<file path="src/design/isa_pkg.sv">
// execute datapath widths and opcodes
`default_nettype none

package isa_pkg;

    // data width of operands and results
    parameter int XLEN = 16;

    // physical register and reorder buffer index width
    parameter int TAG_W = 6;

    // opcode field width
    parameter int OP_W = 3;

    // shifts only look at the low bits of operand b
    parameter int SHAMT_W = 4;

    // add, sub and mul keep the low XLEN bits; logic ops are bitwise
    typedef enum logic [OP_W-1:0] {
        OP_ADD = 3'd0,
        OP_SUB = 3'd1,
        OP_AND = 3'd2,
        OP_OR  = 3'd3,
        OP_XOR = 3'd4,
        OP_SHL = 3'd5,
        OP_SHR = 3'd6,
        OP_MUL = 3'd7
    } op_e;

endpackage

`default_nettype wire

</file>
<file path="src/design/pipe_pkg.sv">
// stage-to-stage packets
`default_nettype none

package pipe_pkg;

    //////////////////////////////////////////////////
    // issue side
    //////////////////////////////////////////////////

    // operands are already read from the register file
    typedef struct packed {
        isa_pkg::op_e                  op;
        logic [isa_pkg::XLEN-1:0]      src_a;
        logic [isa_pkg::XLEN-1:0]      src_b;
        logic [isa_pkg::TAG_W-1:0]     phy_dst;
        logic [isa_pkg::TAG_W-1:0]     rob_idx;
        logic                          reg_wrt;
    } issue_pkt_t;

    //////////////////////////////////////////////////
    // writeback side
    //////////////////////////////////////////////////

    // rob_idx doubles as the done index for the reorder buffer
    typedef struct packed {
        logic [isa_pkg::XLEN-1:0]      data;
        logic [isa_pkg::TAG_W-1:0]     phy_dst;
        logic [isa_pkg::TAG_W-1:0]     rob_idx;
        logic                          reg_wrt;
    } wb_pkt_t;

endpackage

`default_nettype wire

</file>
<file path="src/design/issue_dispatch.sv">
// issue register and lane dispatch
`timescale 1ns/1ns
`default_nettype none

module issue_dispatch #(
    parameter int NUM_LANES = 4
) (
    input  wire logic                   clk,
    input  wire logic                   arst_n,
    input  wire logic                   issue_valid,
    input  pipe_pkg::issue_pkt_t        issue_pkt,
    output logic                        issue_stall,
    input  wire logic [NUM_LANES-1:0]   lane_ready,
    output logic [NUM_LANES-1:0]        lane_valid,
    output pipe_pkg::issue_pkt_t        lane_pkt
);

    logic                   hold_full;
    pipe_pkg::issue_pkt_t   hold_pkt;
    logic [NUM_LANES-1:0]   pick;
    logic                   found;
    logic                   any_ready;
    logic                   accept;

    // lowest ready lane wins
    always_comb begin
        pick  = '0;
        found = 1'b0;
        for (int i = 0; i < NUM_LANES; i++) begin
            if (lane_ready[i] && !found) begin
                pick[i] = 1'b1;
                found   = 1'b1;
            end
        end
    end

    assign any_ready   = |lane_ready;
    assign issue_stall = hold_full && !any_ready;
    assign accept      = issue_valid && !issue_stall;
    assign lane_valid  = hold_full ? pick : '0;
    assign lane_pkt    = hold_pkt;

    // release and refill can happen in the same cycle
    always_ff @(posedge clk or negedge arst_n) begin
        if (!arst_n) begin
            hold_full <= 1'b0;
        end else if (accept) begin
            hold_full <= 1'b1;
        end else if (hold_full && any_ready) begin
            hold_full <= 1'b0;
        end
    end

    always_ff @(posedge clk) begin
        if (accept) begin
            hold_pkt <= issue_pkt;
        end
    end

endmodule

`default_nettype wire

</file>
<file path="config.mk">
export PLATFORM = sky130hd
export DESIGN_NAME = issue_dispatch
export DESIGN_NICKNAME = d
export VERILOG_FILES = /design/src/design/isa_pkg.sv /design/src/design/pipe_pkg.sv /design/src/design/issue_dispatch.sv
export SDC_FILE = /design/constraint.sdc
export NUM_CORES = 1
export LEC_CHECK = 0
export BUFFER_PORTS_ARGS = -buffer_cell sky130_fd_sc_hd__buf_2
export CAP_MARGIN = 15
export CORE_MARGIN = 10
export CORE_UTILIZATION = 30
export CTS_BUF_LIST = sky130_fd_sc_hd__clkbuf_4 sky130_fd_sc_hd__clkbuf_8
export CTS_CLUSTER_DIAMETER = 50
export DETAILED_ROUTE_END_ITERATION = 12
export GPL_ROUTABILITY_DRIVEN = 0
export SLEW_MARGIN = 20
export SYNTH_ARGS = -nofsm -noshare
export SYNTH_HDL_FRONTEND = slang
export SYNTH_SLANG_ARGS = --single-unit
</file>
<file path="constraint.sdc">
create_clock -name clk -period 5.5 [get_ports clk]
set_clock_uncertainty 0.2 [all_clocks]
set_input_delay 0.825 -clock clk [delete_from_list [all_inputs] [get_ports clk]]
set_output_delay 0.825 -clock clk [all_outputs]
set_load 0.005 [all_outputs]
</file>
# Word-level counts from Yosys, hierarchy flattened
# Index checks and enable logic that the tools add are counted.
[word_totals]
elab_cells = 29
register_bits = 49
[classes]
n_reduce_logical = 13
mux = 9
[ops]
columns = ["op", "count"]
rows = [
  ["2-to-1 mux 1 bit", 8],
  ["logical AND 1 bit", 6],
  ["zero test 1 bit", 5],
  ["2-to-1 mux 4 bit", 1],
  ["OR reduction 4 bit", 1],
  ["nonzero test 2 bit", 1],
]

# Longest topological paths before layout
# Gate-level depths: netlist of run 1.
[logic_depth]
ltp_word = 11
ltp_mapped = 2

# Least setup slack after synthesis of run 1
# No wires, ideal clock.
[synth_timing]
path_type = "input -> register"
startpoint = "input port lane_ready[0]"
endpoint = "register hold_pkt, in the netlist lane_pkt[0] (enable)"
cell_stages = 2
path_slack_ns = 2.740
t_arrival_ns = 2.076
t_required_ns = 4.816
setup_time_ns = 0.484
cell_sequence = "or4b_4 -> o21a_1"
[synth_via]
elab_chain_cells = 5
[synth_rtl]
columns = ["item", "line_no", "rtl"]
rows = [
  ["start, declared", "issue_dispatch.sv:13", "input wire logic [NUM_LANES-1:0] lane_ready,"],
  ["OR reduction 4 bit", "issue_dispatch.sv:37", "assign any_ready = |lane_ready;"],
  ["zero test 1 bit", "issue_dispatch.sv:38", "assign issue_stall = hold_full && !any_ready;"],
  ["logical AND 1 bit", "issue_dispatch.sv:38", ""],
  ["zero test 1 bit", "issue_dispatch.sv:39", "assign accept = issue_valid && !issue_stall;"],
  ["logical AND 1 bit", "issue_dispatch.sv:39", ""],
  ["named net accept", "issue_dispatch.sv:23", "logic accept;"],
  ["end signal, assigned", "issue_dispatch.sv:56", "hold_pkt <= issue_pkt;"],
  ["end, declared", "issue_dispatch.sv:19", "pipe_pkg::issue_pkt_t hold_pkt;"],
]
# The timed path passes the listed nets, and every way through them passes these cells.
# A chain may end at the register's enable or synchronous reset.

# Worst setup path in the final report of run 1
[layout_timing]
startpoint = "input port lane_ready[0]"
endpoint = "output port lane_valid[3]"
[layout_via]
elab_chain_cells = 11
[layout_rtl]
columns = ["item", "line_no", "rtl"]
rows = [
  ["2-to-1 mux 1 bit *", "issue_dispatch.sv:30", "if (lane_ready[i] && !found) begin"],
  ["zero test 1 bit", "issue_dispatch.sv:30", ""],
  ["logical AND 1 bit", "issue_dispatch.sv:30", ""],
  ["2-to-1 mux 1 bit *", "issue_dispatch.sv:30", ""],
  ["zero test 1 bit", "issue_dispatch.sv:30", ""],
  ["logical AND 1 bit", "issue_dispatch.sv:30", ""],
  ["2-to-1 mux 1 bit *", "issue_dispatch.sv:30", ""],
  ["zero test 1 bit *", "issue_dispatch.sv:30", ""],
  ["logical AND 1 bit *", "issue_dispatch.sv:30", ""],
  ["2-to-1 mux 1 bit *", "issue_dispatch.sv:30", ""],
  ["2-to-1 mux 4 bit *", "issue_dispatch.sv:40", "assign lane_valid = hold_full ? pick : '0;"],
  ["end, declared", "issue_dispatch.sv:14", "output logic [NUM_LANES-1:0] lane_valid,"],
]
# Mark *: on every way between the ends. The rest lies on a longest branch, timed or not.

==> results summary, run 1 <==
From synthesis to final layout, the design area changed by 46.6%. The cell count after synthesis came out at 60. The critical path goes through buf_2, or4b_4, nor2_1, buf_2.

From left edge to right edge, the die measures 91.4 um. The share of total power dissipated in sequential elements is 63.2%. The antenna violation net count after detailed routing came out at 0. STA classifies the critical path startpoint as a primary input. The analysis attributes to cell leakage a power of 0.982 nW. The cell chosen for the clock root is sky130_fd_sc_hd__clkbuf_8. The worst reg2reg path depth came out at 2.

The class of the most critical hold timing path is in2async. The H-tree depth came out at 2. The routed layout has 962 vias. Dividing the final minimum period by the clock period gives 50.2%. The highest attainable clock frequency is 362 MHz. The number of detailed-routing iterations run before antenna repair is 2. The worst hold-check slack came out at 90.3 ps. The count of final max-slew check failures came out at 0. Setup repair after global routing left no endpoint under its margin. The delay of the slowest cell on the worst path came out at 560 ps. The cell that appears most often on the critical path is sky130_fd_sc_hd__buf_2. After synthesis the netlist holds a flip-flop and latch count of 49.

The post-cts repair resize count came out at 0. The total routing usage reported by global routing came out at 9.71%. TritonCTS built the clock tree. For the worst setup path, the data required time is 4470 ps. The via count of the first global-routing pass came out at 1181. The per-cell routed wire length came out at 16.9 um. The clock tree buffer depth is 2. The share of total power in the clock network came out at 28.9%. The element type at the critical path end is an output pin. The DRC violation count after routing is 0.

The detailed router's first-iteration violation count is 14. The adder and majority cell fraction of the synthesized area came out at 0%. The maximum fanout count along the critical path came out at 4. The number of synthesis warnings is 0. Summing the areas of all compound-gate instances in the mapped netlist gives 0.981% of the synthesized area.

For this design, the sink count on the clock tree is 49. The class of the most critical setup path is in2out. The worst path arrival time is 1740 ps. For this design, the CTS-stage hold fixing added 0 buffers.

The buffer count from post-CTS setup fixing came out at 0. The routed via count divided by cell count came out at 3.98. The tool flagged a number of max-cap violations equal to 0. The flow ran to the end, and the final reports show no timing, DRC or antenna violations.

The antenna diode instance count came out at 0. The starting density of the core came out at 31.6%. The combinational share of power is 7.9%. The worst-case vdd ir drop is 0.183 mV. Power spread over the standard cell area amounts to 310 mW/mm^2. The number of buffers created by CTS came out at 5. The average size of a mapped cell is 25.5 sq um.

The transition time at the pin with the least slew margin is 628 ps. The register-to-register setup slack came out at 3660 ps. The initial antenna violation count came out at 0.

The boundary pin count is 108. The post-route minimum period is 2760 ps. The switching portion of total power came out at 20.8%. The total of buffers placed on input and output ports is 107. The xor/xnor share of the synthesized area is 0%. The number of core rows is 25.

The reg-to-reg critical path startpoint is hold_full. The synthesized cell area came out at 0.00153 sq mm. The internal power of the cells totals 0.000550 W.

Measured against its own limit, the worst slew margin works out to 58.1%. The net count after synthesis is 115. The die is 91.4 um tall. For this design, the slowest cell found on the critical path is sky130_fd_sc_hd__or4b_4. The layout filler cell count is 427. After synthesis, the largest family of logic cells by area is simple AND/OR/NAND/NOR gates.

The final layout contains routed wiring with a total length of 4.08 mm. Setup total negative slack on the finished layout was measured at 0 ps. The wire length of the first global-routing pass is 6.23 mm. The die covers 0.00836 sq mm.

The endpoint identified for the worst register-to-register timing path is lane_pkt[12]. The sequential area share after synthesis came out at 95.8%. The total core area came out at 0.00485 sq mm. Setup violations remaining at the end of the flow were counted as 0. The hold violation count in the final report came out at 0. The fraction of layout instances using a drive strength above 1 is 67.4%. The unique cell type count in the Yosys netlist came out at 10. The clock transition at the register clock pins on the worst setup and hold paths after CTS came out at 90 ps. The number of nets in the layout is 229. The maximum number of pins on one net before global-route repair is 49. The aggregate global routing overflow is 0. The share of synthesized cell area in and, or, nand and nor gates is 2.94%.

The analysis attributes to net switching a power of 0.000145 W. The portion of netlist area occupied by mux cells is 0%. The clock insertion delay at the later pin of the skew report is 290 ps.
[routing by layer]
layer	routed length [um]	vias to the layer above	global-route usage [%]
met5	0	-	0
met4	0	0	3.52
met3	716	0	8.89
met2	2040	73	16.1
met1	1320	429	8.06
li1	-	460	-
[worst max-delay path, delay by kind of cell]
family        cells  cell delay (ps)
buf+inv           2              240
simple gates      2              670
[through the flow]
stage | total power, W | util [%] | cells | area [sq um] | setup WS (ps)
detailed placement | 0.000505 | 44.4 | 234 | 2150 | 2750
CTS | 0.000707 | 46.1 | 242 | 2240 | 2750
global placement | 0.000501 | 44.4 | 234 | 2150 | 2780
finish | 0.000695 | 46.3 | 242 | 2240 | 2740
floorplan | 0.000459 | - | 60 | 1530 | 2740
global route | 0.000730 | 46.3 | 242 | 2240 | 2700
[worst max-delay path by stage]
stage	startpoint	to	slack [ps]	cells after the start
after floorplan	lane_ready[0]	lane_pkt[0]	2740	2
after global placement	lane_ready[0]	lane_valid[3]	2780	4
after detailed placement	lane_ready[0]	lane_valid[3]	2750	4
after CTS	lane_ready[0]	lane_valid[3]	2750	4
after global routing	lane_ready[0]	lane_valid[3]	2700	4
final	lane_ready[0]	lane_valid[3]	2740	4
[power groups by stage]
stage / clock, W / sequential (W) / combinational, W
after detailed placement: 0 / 0.000448 / 0.0000563
final: 0.000201 / 0.000439 / 0.0000547
after floorplan: 0 / 0.000452 / 0.00000793
after CTS: 0.000210 / 0.000440 / 0.0000562
after global routing: 0.000227 / 0.000442 / 0.0000616
after global placement: 0 / 0.000447 / 0.0000539
[cells in the mapped netlist (all sizes together)]
| library cell | count | area, sq um |
|---|---|---|
| nand2 | 2 | 7.51 |
| dfrtp | 1 | 25.0 |
| nor2 | 3 | 11.3 |
| and2 | 1 | 7.51 |
| or4b | 1 | 13.8 |
| nor3 | 1 | 5.00 |
| inv | 1 | 3.75 |
| o21bai | 1 | 7.51 |
| o21a | 1 | 7.51 |
| edfxtp | 48 | 1440 |
[cell families after synthesis]
family | count (synthesis)
AOI/OAI and AO/OA | 2
and+or+nand+nor | 8
DFF | 49
buffers and inverters | 1
[cell type report]
type                       instances  area [sq um]  share of cell area [%]
tap                               67          83.8                    3.74
inverter                           1          3.75                   0.167
clock buffer                       5          68.8                    3.07
sequential                        49          1470                    65.4
multi-input combinational         10          67.6                    3.01
timing repair buffer             107           536                    23.9
clock inverter                     3          17.5                   0.781
[sequential cells by signal, summed over array words and instances (netlist names)]
signal and flops:
hold_full 1, lane_pkt 48
[cells in the final DEF (no fill, tap or decap)]
cell type / instances
sky130_fd_sc_hd__clkinvlp_4: 1
sky130_fd_sc_hd__inv_1: 1
sky130_fd_sc_hd__buf_2: 107
sky130_fd_sc_hd__o21bai_1: 1
sky130_fd_sc_hd__clkbuf_8: 5
sky130_fd_sc_hd__or4b_4: 1
sky130_fd_sc_hd__and2_2: 1
sky130_fd_sc_hd__edfxtp_1: 48
sky130_fd_sc_hd__o21a_4: 1
sky130_fd_sc_hd__dfrtp_1: 1
sky130_fd_sc_hd__nor3_1: 1
sky130_fd_sc_hd__clkinv_2: 2
sky130_fd_sc_hd__nor2_1: 3
sky130_fd_sc_hd__nand2_1: 2
Note: power is estimated with default switching activity, not from simulation.
==> run 2, diff against run 1 <==
==> constraint.sdc (replaced) <==
create_clock -name clk -period 2.3 [get_ports clk]
set_clock_uncertainty 0.2 [all_clocks]
set_input_delay 0.345 -clock clk [delete_from_list [all_inputs] [get_ports clk]]
set_output_delay 0.345 -clock clk [all_outputs]
set_load 0.005 [all_outputs]
==> run 2 against run 1 <==
  * Hold slack lost 77 ps
  * Wire length increased by 4.5%
  * Final cell count is 7.0% higher
  * First-iteration DRC count rose to 2.6 times the previous value
  * Total power is 150% higher
  * Critical endpoint unchanged
  * Combinational power grew to 2.8 times the previous value
==> results summary, run 2 (synthesis results as in run 1) <==
The total power is 0.00173 W (+150%). The maximum number of pins on one net before global-route repair came out at 32 (-35%). The number of detailed-routing iterations run before antenna repair came out at 3 (+1).

The hold violation count in the final report was 0 (unchanged). The number of flip-flops in the largest register came out at 48 (unchanged). The y dimension of the die was 91.4 um (unchanged). The per-cell routed wire length is 16.5 um (-2.3%). The H-tree depth is 2 (unchanged).

The maximum fanout count along the critical path is 4 (unchanged). The number of placed cells counting well taps is 236 (+0.85%). The detailed placement HPWL is 3.35 mm.

The total setup violations reported at the end of the flow is 0 (unchanged). The final critical path takes up 85.8% of the cycle. The share of the core filled with cells in the final layout came out at 49.7% (+3.5 points). The count of non-filler cells in the finished layout is 259 (+7.0%). The post-cts repair resize count came to 0 (unchanged). The routed via count divided by cell count came out at 4.07 (+2.3%). The clock tree buffer depth is 2 (unchanged). The total via count in the routed design came out at 1053 (+9.5%). The boundary pin count came out at 108 (unchanged). The post-route cell area is 0.00241 sq mm (+7.5%). The antenna violation net count after detailed routing came out at 0 (unchanged).

The post-route minimum period is 1970 ps. The detailed router's first-iteration violation count came out at 36 (+22). The number of core rows is 25 (unchanged). The DRC violation count after routing is 0 (unchanged). The transition time at the pin with the least slew margin came to 381 ps (-247 ps). The power per unit of standard cell area came out at 716 mW/mm^2 (+130%).

The sort of element at the start of the critical path is a register. By startpoint and endpoint, the worst setup path is classified as reg2out. The run finished with clean final reports. The element type at the critical path end is an output pin. The fraction of layout instances using a drive strength above 1 came out at 62.5% (-4.9 points). The class of the most critical hold timing path is in2reg. The most common cell after layout, fill and taps aside is sky130_fd_sc_hd__buf_2.

The layout filler cell count is 413 (-3.3%). The total core area came out at 0.00485 sq mm (unchanged). The number of nets in the layout is 246 (+7.4%).

The number of buffers created by CTS was 5 (unchanged). The static leakage was 1.06 nW (+7.8%). The setup total negative slack came to 0 ps (unchanged). The antenna diode instance count was 0 (unchanged). The relative slew slack came to 74.6% (+16 points). TritonCTS built the clock tree. Setup repair after global routing left no endpoint under its margin. The post-detailed-placement cell area came out at 0.00217 sq mm (+0.70%). The wire length of the first global-routing pass is 6.15 mm (-1.3%). The final wirelength came out at 4.26 mm (+4.5%). The worst path arrival time is 1430 ps (-310 ps). The aggregate global routing overflow is 0 (unchanged). The area of the die came out at 0.00836 sq mm (unchanged).

The starting density of the core came out at 31.6% (unchanged). The total of buffers placed on input and output ports came out at 107 (unchanged). In this run the clock root is driven by a sky130_fd_sc_hd__clkbuf_8. The area growth from synthesis to layout is 57.6%. The clock insertion delay at the later pin of the skew report is 290 ps (about the same).

The max capacitance violation total is 0 (unchanged). The clock transition at the register clock pins on the worst setup and hold paths after CTS came out at 100 ps (about the same). The via count of the first global-routing pass is 1247 (+5.6%). The initial antenna violation count came to 0 (unchanged). The data required time of the worst path is 1750 ps (-2720 ps). The highest attainable clock frequency came out at 507 MHz. The count of final max-slew check failures came out at 0 (unchanged).

The number of clock sinks is 49 (unchanged). The worst-case vdd ir drop is 0.465 mV (+150%). The total routing usage reported by global routing is 9.43% (-0.29 points). The top cell types in the final layout, fill and taps aside, are sky130_fd_sc_hd__buf_2, sky130_fd_sc_hd__edfxtp_1, sky130_fd_sc_hd__dlygate4sd3_1. The horizontal die dimension is 91.4 um (unchanged).
[run 2: changes by cell type in the layout (fill, tap and decap cells not counted), sizes merged]
cell and delta:
dlygate4sd3 +15, inv +3, buf +2, clkinv -2, clkinvlp -1
[run 2: cell type report]
type                            instances  area (sq um)  share of cell area, %
Sequential cell                        49          1470                   60.8
Timing Repair Buffer                  124           701                   29.1
Tap cell                               67          83.8                   3.48
Clock buffer                            5          68.8                   2.85
Multi-Input combinational cell         10          61.3                   2.54
Clock inverter                          3          26.3                   1.09
Inverter                                1          3.75                  0.156
[run 2: per-layer routing]
| metal | routed length (um) | part of all wire [%] | GRT usage [%] | up-vias |
|---|---|---|---|---|
| met2 | 2100 | 49 | 16.5 | 72 |
| met1 | 1490 | 35 | 7.78 | 484 |
| met3 | 646 | 15 | 7.82 | 4 |
| li1 | - | - | - | 493 |
| met5 | 0 | 0 | 0 | - |
| met4 | 28 | 0.66 | 2.74 | 0 |
[run 2: repair_timing]
action,4_1_cts,5_1_grt
endpoints found under the setup margin,0,0
endpoints found under the hold margin,1,14
buffers inserted,0,0
hold buffers,1,14
[run 2: report_power, final]
part	leakage, nW	internal (W)	switching (W)	total [W]
logic	0.529	0.0000857	0.0000677	0.000153
clock network	0.0495	0.000226	0.000297	0.000523
registers	0.480	0.00104	0.0000121	0.00105
total	1.06	0.00135	0.000377	0.00173
[run 2: path summary, 6_finish.rpt]
check | start | to | slack [ps] | cells past startpoint
worst max-delay path | hold_full | lane_valid[3] | 330 | 3
worst min-delay path | issue_pkt[14] | lane_pkt[14] | 10 | 1
worst max register to register | hold_full | lane_pkt[5] | 450 | 3
worst min register to register | hold_full | hold_full | 560 | 2
max in group asynchronous | arst_n | hold_full | 1670 | 2
min in group asynchronous | arst_n | hold_full | 140 | 2
[run 2: critical path, cell delays in order (launching register included)]
cell	delay, ps
sky130_fd_sc_hd__dfrtp_1	400
sky130_fd_sc_hd__or4b_4	500
sky130_fd_sc_hd__nor2_1	110
sky130_fd_sc_hd__buf_2	130
[run 2: through the flow]
stage	hold slack, ps	setup WS [ps]
floorplan	-151	370
global placement	-79.2	341
detailed placement	-74.2	306
CTS	1.38	313
global route	-1.57	255
finish	13.3	327
