[src/design/isa_pkg.sv]
// execute datapath widths and opcodes
`default_nettype none

package isa_pkg;

    // data width of operands and results
    parameter int XLEN = 16;

    // physical register and reorder buffer index width
    parameter int TAG_W = 6;

    // opcode field width
    parameter int OP_W = 3;

    // shifts only look at the low bits of operand b
    parameter int SHAMT_W = 4;

    // add, sub and mul keep the low XLEN bits; logic ops are bitwise
    typedef enum logic [OP_W-1:0] {
        OP_ADD = 3'd0,
        OP_SUB = 3'd1,
        OP_AND = 3'd2,
        OP_OR  = 3'd3,
        OP_XOR = 3'd4,
        OP_SHL = 3'd5,
        OP_SHR = 3'd6,
        OP_MUL = 3'd7
    } op_e;

endpackage

`default_nettype wire

[src/design/pipe_pkg.sv]
// stage-to-stage packets
`default_nettype none

package pipe_pkg;

    //////////////////////////////////////////////////
    // issue side
    //////////////////////////////////////////////////

    // operands are already read from the register file
    typedef struct packed {
        isa_pkg::op_e                  op;
        logic [isa_pkg::XLEN-1:0]      src_a;
        logic [isa_pkg::XLEN-1:0]      src_b;
        logic [isa_pkg::TAG_W-1:0]     phy_dst;
        logic [isa_pkg::TAG_W-1:0]     rob_idx;
        logic                          reg_wrt;
    } issue_pkt_t;

    //////////////////////////////////////////////////
    // writeback side
    //////////////////////////////////////////////////

    // rob_idx doubles as the done index for the reorder buffer
    typedef struct packed {
        logic [isa_pkg::XLEN-1:0]      data;
        logic [isa_pkg::TAG_W-1:0]     phy_dst;
        logic [isa_pkg::TAG_W-1:0]     rob_idx;
        logic                          reg_wrt;
    } wb_pkt_t;

endpackage

`default_nettype wire

[src/design/exec_lane.sv]
// single execution lane
`timescale 1ns/1ns
`default_nettype none

module exec_lane (
    input  wire logic               clk,
    input  wire logic               arst_n,
    input  wire logic               in_valid,
    input  pipe_pkg::issue_pkt_t    in_pkt,
    output logic                    ready,
    output logic                    res_valid,
    output pipe_pkg::wb_pkt_t       res_pkt,
    input  wire logic               grant
);

    logic                               ex_valid;
    pipe_pkg::issue_pkt_t               ex_pkt;
    logic [isa_pkg::XLEN-1:0]           alu_res;
    logic [isa_pkg::SHAMT_W-1:0]        shamt;
    logic                               wb_full;
    logic                               stall;

    // EX/WB holds its result until writeback takes it
    assign stall     = wb_full && !grant;
    assign ready     = !ex_valid || !stall;
    assign res_valid = wb_full;

    //////////////////////////////////////////////////
    // EX operand register
    //////////////////////////////////////////////////

    always_ff @(posedge clk or negedge arst_n) begin
        if (!arst_n) begin
            ex_valid <= 1'b0;
        end else if (ready) begin
            ex_valid <= in_valid;
        end
    end

    always_ff @(posedge clk) begin
        if (ready && in_valid) begin
            ex_pkt <= in_pkt;
        end
    end

    //////////////////////////////////////////////////
    // ALU
    //////////////////////////////////////////////////

    assign shamt = ex_pkt.src_b[isa_pkg::SHAMT_W-1:0];

    // results truncate to XLEN by assignment width
    always_comb begin
        case (ex_pkt.op)
            isa_pkg::OP_ADD: alu_res = ex_pkt.src_a + ex_pkt.src_b;
            isa_pkg::OP_SUB: alu_res = ex_pkt.src_a - ex_pkt.src_b;
            isa_pkg::OP_AND: alu_res = ex_pkt.src_a & ex_pkt.src_b;
            isa_pkg::OP_OR:  alu_res = ex_pkt.src_a | ex_pkt.src_b;
            isa_pkg::OP_XOR: alu_res = ex_pkt.src_a ^ ex_pkt.src_b;
            isa_pkg::OP_SHL: alu_res = ex_pkt.src_a << shamt;
            isa_pkg::OP_SHR: alu_res = ex_pkt.src_a >> shamt;
            isa_pkg::OP_MUL: alu_res = ex_pkt.src_a * ex_pkt.src_b;
            default:         alu_res = '0;
        endcase
    end

    //////////////////////////////////////////////////
    // EX/WB result register
    //////////////////////////////////////////////////

    always_ff @(posedge clk or negedge arst_n) begin
        if (!arst_n) begin
            wb_full <= 1'b0;
        end else if (!stall) begin
            wb_full <= ex_valid;
        end
    end

    always_ff @(posedge clk) begin
        if (!stall && ex_valid) begin
            res_pkt.data    <= alu_res;
            res_pkt.phy_dst <= ex_pkt.phy_dst;
            res_pkt.rob_idx <= ex_pkt.rob_idx;
            res_pkt.reg_wrt <= ex_pkt.reg_wrt;
        end
    end

endmodule

`default_nettype wire

[config.mk]
export PLATFORM = sky130hd
export DESIGN_NAME = exec_lane
export DESIGN_NICKNAME = d
export VERILOG_FILES = /design/src/design/isa_pkg.sv /design/src/design/pipe_pkg.sv /design/src/design/exec_lane.sv
export SDC_FILE = /design/constraint.sdc
export NUM_CORES = 1
export LEC_CHECK = 0
export ABC_AREA = 1
export BUFFER_PORTS_ARGS = -buffer_cell sky130_fd_sc_hd__clkbuf_2
export CAP_MARGIN = 20
export CORE_ASPECT_RATIO = 1.2
export CORE_MARGIN = 3
export CORE_UTILIZATION = 50
export CTS_CLUSTER_DIAMETER = 60
export CTS_CLUSTER_SIZE = 14
export DETAILED_ROUTE_END_ITERATION = 10
export GPL_ROUTABILITY_DRIVEN = 0
export PLACE_DENSITY = 0.69
export SETUP_SLACK_MARGIN = 0.2
export SLEW_MARGIN = 10
export SYNTH_ARGS = -nofsm -noshare
export SYNTH_HDL_FRONTEND = slang
export SYNTH_SLANG_ARGS = --single-unit
[constraint.sdc]
create_clock -name clk -period 10.85 [get_ports clk]
set_input_delay 2.17 -clock clk [delete_from_list [all_inputs] [get_ports clk]]
set_output_delay 2.17 -clock clk [all_outputs]
set_load 0.03 [all_outputs]
After elaboration in Yosys (flattened, before gate mapping):

Cells that the tools add are included.

* register bits after elaboration: 79
* bits of input ports: 52
* output and inout bits: 31
* word-level logic and storage cells: 36

* add/sub/neg operators: 2
* multiply operators: 1
* equality and inequality tests: 7
* shift-type cells: 2
* mux-type cells: 1
* bitwise gates (word level): 3
* reductions and logical operators: 8

Operators with widths (number)
* $pmux W16 S8: 1
* $add A16 B16 Y16: 1
* $and A16 B16 Y16: 1
* $mul A16 B16 Y16: 1
* $or A16 B16 Y16: 1
* $shl A16 B4 Y16: 1
* $shr A16 B4 Y16: 1
* $sub A16 B16 Y16: 1
* $xor A16 B16 Y16: 1
* $eq A3 B3 Y1 const B: 4
* $eq A3 B2 Y1 const B: 2
* $eq A3 B1 Y1 const B: 1
* $logic_and A1 B1 Y1: 3
* $logic_not A1 Y1: 3
* $logic_not A3 Y1: 1
* $logic_or A1 B1 Y1: 1

Depth between registers and ports, before layout:

Gate-level depths: netlist of run 1.

* word-level depth: 5
* depth in mapped cells: 30
* mapped depth without buffers: 27

Worst setup path after synthesis of run 1:

Ideal clock, no wire load.

* path type: reg2reg
* from: register ex_pkt[15] (netlist bit)
* to: register res_pkt[27] (netlist bit), data pin
* setup time: 0.265 ns
* data arrival time: 5.548 ns
* data required time: 10.585 ns
* path slack: 5.038 ns
* stages on the path, launching flop included: 24
* path buffers: 3
* clock period less this slack: 5.812 ns
* cells stage by stage: edfxtp_1 > buf_2 > buf_1 > clkbuf_1 > nand2_1 > fa_1 > fa_1 > fa_1 > fa_1 > inv_1 > fa_1 > inv_1 > fa_1 > inv_1 > ha_1 > a21oi_1 > a21boi_0 > nand3_1 > nand2_1 > nand2_1 > nand2_1 > nand2_1 > o21ai_0 > nand3_1

* cells in the longest elaborated chain, start to end: 2
* elaborated cells between the ends (all ways): 6
* those cells by class: add/sub: 2; mul: 1; shift: 2; mux: 1

Ends and longest elaborated chain
* start, declared: line exec_lane.sv:17 `pipe_pkg::issue_pkt_t ex_pkt;`
* start signal, assigned: line exec_lane.sv:42 `ex_pkt <= in_pkt;`
* $mul A16 B16 Y16, or another cell as far along: line exec_lane.sv:62 `isa_pkg::OP_MUL: alu_res = ex_pkt.src_a * ex_pkt.src_b;`
* $pmux W16 S8 (*): line exec_lane.sv:54 `case (ex_pkt.op)`
* net alu_res (one bit): line exec_lane.sv:18 `logic [isa_pkg::XLEN-1:0] alu_res;`
* end, declared: line exec_lane.sv:12 `output pipe_pkg::wb_pkt_t res_pkt,`

The timed path passes the listed nets; every way through them passes the cells marked *.
A chain may end at the register's enable or synchronous reset.

Final worst setup path of run 1:

* from: register ex_pkt[34] (netlist bit)
* to: register res_pkt[28] (netlist bit), data pin

Same word-level chain as after synthesis.

==> flow_summary.ini, run 1 <==
[detailed_routing]
dr.pass1.iters = 6
drc = 0
wl_met2_mm = 13.44
met1Wirelength_mm = 10.97
wl_per_cell_um = 17.37
highest_layer = met4
viasPerCell = 5.427
drt_wl_total_mm = 27.93
ant_nets = 0
drt_iter0_drc = 735
wl_met3_mm = 2.230
num_vias = 8727

[clock_tree]
clockRootBuffer = clkbuf_16
path_clk_slew_ps = 70
clock_path_buffers = 2
postCtsSetupRepairBufs = 0
cts_tree = yes
cts.sinks = 79
htreeDepth = 3
clock_latency_ps = 350
cts_inserted_buffers = 9
cts_resized = 0
holdBufCountCts = 0

[synthesis]
synth_common_cells = 324 x nand2_1, 297 x inv_1, 98 x ha_1
synth_warnings = 0
synth.area.mux_share = 0.003048
synth_compound_area_frac = 0.1118
synth-xor-area-share = 0.03023
synthCells = 1288
yosysMostFrequentCell = nand2_1
yosysSeqAreaShare = 0.2398
avgSynthCellArea_sq_um = 7.648
ys_top_cells_by_area = edfxtp_1 23%, fa_1 16%, ha_1 12%
synthArstFlopShare = 0.02532
synth_top_cell_by_area = edfxtp_1
synth_top_area_share = 0.2347
synth-simple-area-share = 0.1913
synth_fp_nets = 1519
yosys_register_bits = 79
yosysUniqueCellTypes = 53
synth_edf_count = 77
synth_top_flop_cell = edfxtp_1
synth_top_family_by_area = adder cells
synth_fa_ha_area_frac = 0.2891
syn_area_sq_um = 9851

[sta]
fin_tns_setup_ps = 0
relSlewSlack = 0.3098
fin_ws_ps = 5028
skew_ps = 9.866
final_max_slew_viol_count = 0
worst_slew_pin_slew_ps = 1033
rsz0062_at_grt = no
setup_viol = 0
fmax_mhz = 171.8
fin_crit_sh = 0.5366
hold_viol_final = 0
fin_crit_ps = 5822

[worst_setup_path]
cpLargestDelayFamily = adder cells
path_cells = ha_1, inv_1, fa_1, fa_1, fa_1, fa_1, inv_1, fa_1, inv_1, fa_1, inv_1, ha_1, nand2_1, inv_1, a21oi_1, nand3_1, nand2_1, nand2_1, a21oi_1, nand3_1, nand3_1, nand3_1
worstSetupEndpointType = flop
crit_fanout = 15
start_kind = flop
worst_path_max_delay_cell = edfxtp_1
worst-setup-path-type = reg2reg
arrival_ps = 5930
cp_common_cell = fa_1
slowest_delay_ps = 870
required_ps = 10960
timing.critical_path.buf_inv = 5

[global_route]
grt_usage = 0.2692
grt-ovfl-total = 0
grt_max_degree = 49
antenna_found_initial = 0
grt_pass1_wl_mm = 45.74
grt_pass1_vias = 8848

[floorplan]
dieArea_sq_um = 21430
core_sq_um = 19130
die_h_um = 159.8
dieWidth_um = 134.1
rows = 55
ioPinCount = 83
start_util = 0.5149

[pwr]
power_density_nw_per_um2 = 207.6
p_int_uw = 1142
seqPwrFrac = 0.186
comb_power_share = 0.662
vdd_drop_max_mv = 0.1144
power_leakage_uw = 0.005872
swShare = 0.4917
p_sw_uw = 1104
clkPwrFrac = 0.152

[placement]
dp_hpwl_mm = 21.40
io_buffers = 82
pre_cts_ws_ps = 5083

[finish]
syn_to_final_growth_pct = 9.831
drive_gt1_frac = 0.09320
final_nets = 1578
antenna_cells = 0

[run_status]
outcome = complete, no violations

[min_path]
min_path_type = reg2reg

[job]
max_cap_viol_count = 0
[final cells by class]
type | count | area [sq um]
flip-flops and latches | 79 | 2362
clock buffers | 9 | 225.2
inverters | 298 | 1121
fillers | 1824 | 8312
clock inverters | 7 | 102.6
well taps | 256 | 320.3
multi-input cells | 863 | 6172
repair buffers | 96 | 515.5
[stage by stage]
step	hold slack (ps)	utilization	power, uW	cell area [sq um]	std cells
4_1_cts	422.2	0.5655	2244	10820	1608
3_5_place_dp	406.1	0.5484	1887	10490	1592
5_1_grt	427.9	0.5655	2505	10820	1608
3_3_place_gp	400.7	0.5484	1868	10490	1592
6_report	413.5	0.5655	2246	10820	1608
2_1_floorplan	400.3	-	1538	9851	1288
[metal layers]
metal / up-vias / track usage
li1: 4149 / -
met1: 4050 / 0.3443
met2: 420 / 0.4526
met3: 108 / 0.04064
met4: 0 / 0.1190
met5: - / 0
[layout by cell type (no fill, tap or decap), drive strengths merged, types with 52 or more instances in the layout]
| master | Yosys | final |
|---|---|---|
| a21oi | 60 | 60 |
| inv | 298 | 301 |
| o21ai | 77 | 77 |
| edfxtp | 77 | 77 |
| nor2 | 57 | 57 |
| fa | 81 | 81 |
| nand2 | 325 | 325 |
| ha | 98 | 98 |
| clkbuf | 31 | 91 |
| nand3 | 52 | 52 |
[flip-flops by register name (all words and copies together), names as in the netlist]
register and count:
ex_valid 1, res_valid 1, res_pkt 29, ex_pkt 48
[logic make-up (layout without fill, tap and decap cells)]
kind of cell	after synthesis	count (layout)
DFF	79	79
muxes	3	3
AOI/OAI and AO/OA	189	189
and+or+nand+nor	458	458
adders and majority gates	179	179
xor gates and xnor gates	34	34
buffers and inverters	346	410
[power by group through the flow]
stage               combinational [uW]  sequential (uW)  clock (uW)
global route                      1720              421         360
global placement                  1450              423           0
detailed placement                1460              423           0
floorplan                         1090              445           0
finish                            1490              418         341
CTS                               1480              417         347
[path summary, 6_finish.rpt]
check	from	end	slack (ps)	cells after the start
hold / removal	ex_pkt[11]	res_pkt[11]	410	0
setup / recovery	ex_pkt[34]	res_pkt[28]	5030	22
setup reg to reg	ex_pkt[34]	res_pkt[28]	5030	22
max in group asynchronous	arst_n	ex_valid	9160	1
hold reg to reg	ex_pkt[11]	res_pkt[11]	410	0
min in group asynchronous	arst_n	ex_valid	1600	1
Note: power is estimated with default switching activity, not from simulation.
==> inputs of run 2 (changes only) <==
==> constraint.sdc (replaced) <==
create_clock -name clk -period 5.6 [get_ports clk]
set_input_delay 1.12 -clock clk [delete_from_list [all_inputs] [get_ports clk]]
set_output_delay 1.12 -clock clk [all_outputs]
set_load 0.03 [all_outputs]
==> run 2 against run 1 <==
Global-route usage up 0.88 points; count of clock-buffer cells in the layout rose by 1; fmax grew 7.8%; via count rose by 3.4%; final area is 5.4% higher; non-clock buffer count grew 51; hold slack improved by 6.3 ps; core utilization rose by 3.0 points; register-to-register slack worse by 4800 ps; worst setup slack got worse by 4800 ps; largest cell class unchanged.
==> flow_summary.ini, run 2 (synthesis results as in run 1) <==
[detailed_routing]
num_vias = 9021
drt_iter0_drc = 797
dr.pass1.iters = 6
ant_nets = 0
drc = 0
viasPerCell = 5.434
drt_wl_total_mm = 29.92
wl_per_cell_um = 18.03

[sta]
final_max_slew_viol_count = 0
fin_tns_setup_ps = 0
setup_viol = 0
rsz0062_at_grt = yes
whs_ps = 419.8
hold_viol_final = 0
relSlewSlack = 0.4791
fmax_mhz = 185.2
fin_crit_ps = 5400
skew_ps = 15.78
fin_crit_sh = 0.9643
worst_slew_pin_slew_ps = 778.5

[worst_setup_path]
timing.critical_path.buf_inv = 6
worst_path_max_delay_cell = fa_1
crit_fanout = 5
cp_common_cell = fa_1
r2r_end = res_pkt[28]
arrival_ps = 5490
required_ps = 5690
cpLargestDelayFamily = adder cells
start_kind = flop
r2r_start = ex_pkt[18]
reg2reg_slack_ps = 200
reg2reg_depth = 23
path_cells = buf_4, ha_4, inv_1, fa_1, fa_2, fa_1, fa_1, inv_1, fa_1, inv_1, fa_1, inv_2, ha_4, nand2_2, inv_1, a21oi_2, nand3_2, nand2_2, nand2_2, a21oi_2, nand3_1, nand3_1, nand3_1
slowest_delay_ps = 520
worst-setup-path-type = reg2reg
worstSetupEndpointType = flop

[finish]
fin_area_sq_um = 11400
n_fill_cell = 1769
seqCellArea_sq_um = 2362
final_util = 0.5959
drive_gt1_frac = 0.1511
multi_input_area_sq_um = 6345
top_register = ex_pkt
top_regs = ex_pkt: 48 flops, res_pkt: 29 flops
layout_commonest_cell = nand2_1
largest_register_ffs = 48
syn_to_final_growth_pct = 15.72
final_cell_mix = 317 x nand2_1, 292 x inv_1, 93 x ha_1, 82 x clkbuf_2, 79 x fa_1
final_nets = 1629

[floorplan]
die_h_um = 159.8
dieWidth_um = 134.1
dieArea_sq_um = 21430
ioPinCount = 83
start_util = 0.5149
core_sq_um = 19130
rows = 55

[clock_tree]
cts_tree = yes
path_clk_slew_ps = 70
htreeDepth = 3
clock_latency_ps = 350
clockRootBuffer = clkbuf_16
clock_path_buffers = 2
cts_inserted_buffers = 9
cts.sinks = 79

[global_route]
grt_max_degree = 49
grt-ovfl-total = 0
antenna_found_initial = 1
grt_pass1_wl_mm = 46.44
grt_pass1_vias = 8800
grt_usage = 0.2781

[pwr]
power.total_uw = 5028
comb_power_share = 0.722
swShare = 0.5020
power_density_nw_per_um2 = 441.1
power_leakage_uw = 0.006142
clkPwrFrac = 0.118
vdd_drop_max_mv = 0.3296
seqPwrFrac = 0.161
p_sw_uw = 2524
p_int_uw = 2504

[min_path]
min_path_type = reg2reg
whs_endpoint = res_pkt[0]
hold-path-cell-count = 0
hp-start = ex_pkt[0]

[run_status]
outcome = complete, no violations

[placement]
postPlaceCellArea_sq_um = 10730
dp_hpwl_mm = 23.70
io_buffers = 82

[job]
max_cap_viol_count = 0
[run 2: timing repair]
action,CTS,global route
pin swaps,0,20
hold buffers,0,0
buffers inserted,7,14
gates resized for setup,0,47
setup endpoints to repair,5,7
[run 2: how the worst max path moves through the flow]
stage	end	start	depth (start not counted)
floorplan	res_pkt[27]	ex_pkt[15]	27
global placement	res_pkt[28]	ex_pkt[36]	23
detailed placement	res_pkt[28]	ex_pkt[36]	23
CTS	res_pkt[28]	ex_pkt[14]	24
global route	res_pkt[28]	ex_pkt[18]	25
finish	res_pkt[28]	ex_pkt[18]	23
[run 2: per-layer routing]
layer  global-route usage  share of wire  vias up
met5                    0              0        -
li1                     -              -     4251
met1               0.3571           0.39     4187
met3              0.04190          0.086      124
met2               0.4552           0.46      459
met4               0.1440          0.064        0
[run 2: metrics by stage]
step	setup slack (ps)	instances
3_5_place_dp	114.1	1620
4_1_cts	180.8	1643
6_report	199.9	1660
2_1_floorplan	206.9	1288
5_1_grt	30.14	1659
3_3_place_gp	103.6	1620
[run 2: worst reg2reg max path, cell delays in order, from the launching register on]
cell      delay [ps]
edfxtp_1         480
buf_4            190
ha_4             160
inv_1             60
fa_1             520
fa_2             440
fa_1             410
fa_1             490
inv_1             50
fa_1             520
inv_1             50
fa_1             510
inv_2             50
ha_4             260
nand2_2           80
inv_1             50
a21oi_2          140
nand3_2          120
nand2_2          110
nand2_2           60
a21oi_2          150
nand3_1          100
nand3_1           80
nand3_1           70
[run 2: cell type report]
type	instances	area share
Timing Repair Buffer	147	0.08407
Sequential cell	79	0.2072
Inverter	298	0.09834
Multi-Input combinational cell	863	0.5566
Clock buffer	10	0.02096
Clock inverter	6	0.004500
Tap cell	256	0.02810
Antenna cell	1	0.0002195
[run 2: power by group through the flow]
| stage | logic [uW] | clock network [uW] | registers, uW |
|---|---|---|---|
| floorplan | 2230 | 0 | 862 |
| global placement | 3030 | 0 | 825 |
| detailed placement | 3090 | 0 | 825 |
| CTS | 3130 | 598 | 810 |
| global route | 4050 | 625 | 810 |
| finish | 3630 | 593 | 807 |
==> inputs of run 3 (changes only) <==
--- a/config.mk
+++ b/config.mk
@@ -15,7 +15,7 @@
 export CTS_CLUSTER_SIZE = 14
 export DETAILED_ROUTE_END_ITERATION = 10
 export GPL_ROUTABILITY_DRIVEN = 0
-export PLACE_DENSITY = 0.69
+export PLACE_DENSITY_LB_ADDON = 0.25
 export SETUP_SLACK_MARGIN = 0.2
 export SLEW_MARGIN = 10
 export SYNTH_ARGS = -nofsm -noshare
==> run 3 against run 2 <==
Die area did not move; register-to-register slack gained 30 ps; non-clock buffer count up 7; sequential power up 0.5%; hold slack got worse by 6.2 ps; routed wire length grew 1.1%; largest power group unchanged.
==> flow_summary.ini, run 3 (synthesis results as in run 1) <==
[run_status]
outcome = complete, no violations

[floorplan]
dieArea_sq_um = 21430
start_util = 0.5149
core_sq_um = 19130
rows = 55
dieWidth_um = 134.1
die_h_um = 159.8
ioPinCount = 83

[clock_tree]
cts.sinks = 79
cts_tree = yes
htreeDepth = 3
path_clk_slew_ps = 70
clockRootBuffer = clkbuf_16
cts_inserted_buffers = 9
clock_path_buffers = 2
clock_latency_ps = 350
holdBufCountCts = 0

[detailed_routing]
num_vias = 9207
wl_per_cell_um = 18.17
ant_nets = 0
viasPerCell = 5.526
drt_wl_total_mm = 30.26
drc = 0
drt_iter0_drc = 923
dr.pass1.iters = 8

[finish]
syn_to_final_growth_pct = 17.26
final_nets = 1636
drive_gt1_frac = 0.1645
antenna_cells = 0
fin_cells = 1666
final_cell_mix = 314 x nand2_1, 291 x inv_1, 90 x ha_1, 82 x clkbuf_2, 78 x fa_1
fin_area_sq_um = 11550
top_register = ex_pkt
layout_commonest_cell = nand2_1
top_regs = ex_pkt: 48 flops, res_pkt: 29 flops
largest_register_ffs = 48

[pwr]
power_leakage_uw = 0.006202
vdd_drop_max_mv = 0.4590
power.total_uw = 5298
power_density_nw_per_um2 = 458.7

[worst_setup_path]
timing.critical_path.buf_inv = 6
worst-path-stages = 23
required_ps = 5690
worst-setup-path-type = reg2reg
crit_fanout = 4
path_cells = buf_6, nand2_1, inv_1, fa_1, inv_1, fa_1, fa_1, fa_1, inv_1, fa_1, inv_1, fa_1, inv_2, ha_4, a21oi_1, a21boi_2, nand3_2, nand2_1, nand2_1, nand2_1, nand2_1, o21ai_1, nand3_1
r2r_end = res_pkt[27]
worst_path_max_delay_cell = fa_1
slowest_delay_ps = 530
crit_start = ex_pkt[19]
cp_common_cell = fa_1
cp-endpoint = res_pkt[27]
arrival_ps = 5460
start_kind = flop
reg2reg_depth = 23
worstSetupEndpointType = flop
r2r_start = ex_pkt[19]
reg2reg_slack_ps = 230
cpLargestDelayFamily = adder cells

[sta]
hold_viol_final = 0
rsz0062_at_grt = yes
final_max_slew_viol_count = 0
worst_slew_pin_slew_ps = 866.2
skew_ps = 12.36
relSlewSlack = 0.4226
setup_viol = 0
fin_ws_ps = 233.7
fmax_mhz = 186.3
fin_crit_ps = 5366
fin_crit_sh = 0.9583

[placement]
io_buffers = 82
pre_cts_ws_ps = -42.71
postPlaceCellArea_sq_um = 10720
dp_hpwl_mm = 23.70
dpl.cell_count = 1618

[global_route]
use_met2 = 0.4807
grt_pass1_wl_mm = 47.78
grt_usage = 0.2836
antenna_found_initial = 0
grt_pass1_vias = 9276
grt-ovfl-total = 0
grt_max_degree = 49
use_met1 = 0.3589
grt-busiest-layer = met2
use_met3 = 0.03655

[job]
max_cap_viol_count = 0

[min_path]
min_path_type = reg2reg
run 3: worst min-delay path by stage:
stage | from | to | slack (ps) | depth (start not counted)
after floorplan | ex_pkt[0] | res_pkt[0] | 400 | 0
after global placement | ex_pkt[9] | res_pkt[9] | 400 | 0
after detailed placement | ex_pkt[12] | res_pkt[12] | 410 | 0
after CTS | ex_pkt[7] | res_pkt[7] | 420 | 0
after global routing | ex_pkt[8] | res_pkt[8] | 440 | 0
final | ex_pkt[7] | res_pkt[7] | 410 | 0
run 3: layout make-up:
class / count / area (sq um)
clock inverters: 7 / 62.56
fillers: 1783 / 7580
inverters: 298 / 1121
flip-flops and latches: 79 / 2362
repair buffers: 154 / 1035
multi-input cells: 863 / 6425
well taps: 256 / 320.3
clock buffers: 9 / 225.2
run 3: worst reg2reg max path, stage by stage (launching register included):
cell      delay [ps]
edfxtp_1         480
buf_6            180
nand2_1           50
inv_1             50
fa_1             470
inv_1             60
fa_1             530
fa_1             430
fa_1             500
inv_1             50
fa_1             470
inv_1             50
fa_1             490
inv_2             50
ha_4             260
a21oi_1          170
a21boi_2         220
nand3_2          120
nand2_1           80
nand2_1           50
nand2_1           60
nand2_1           70
o21ai_1          140
nand3_1           90
run 3: power breakdown:
group | total, uW | internal (uW) | switching, uW
Sequential | 811 | 743 | 68.6
Clock | 596 | 313 | 283
Combinational | 3890 | 1600 | 2300
run 3: routing by layer:
layer | share of wire | up-vias | wire [um]
li1 | - | 4266 | -
met1 | 0.39 | 4352 | 11670
met2 | 0.47 | 475 | 14340
met3 | 0.086 | 114 | 2616
met4 | 0.054 | 0 | 1637
met5 | 0 | - | 0
run 3: timing repair:
item / 4_1_cts / 5_1_grt
pin swaps: 0 / 28
endpoints found under the setup margin: 7 / 8
setup buffers: 12 / 18
cloned: 0 / 0
gates resized for setup: 1 / 69
endpoints found under the hold margin: 0 / 0
run 3: stage by stage:
stage,utilization,TNS (ps),hold slack [ps]
floorplan,-,0,400.3
global placement,0.5601,0,400.5
detailed placement,0.5601,-48.49,405.5
CTS,0.5806,0,417.9
global route,0.6038,-17.28,435.9
finish,0.6038,0,413.6
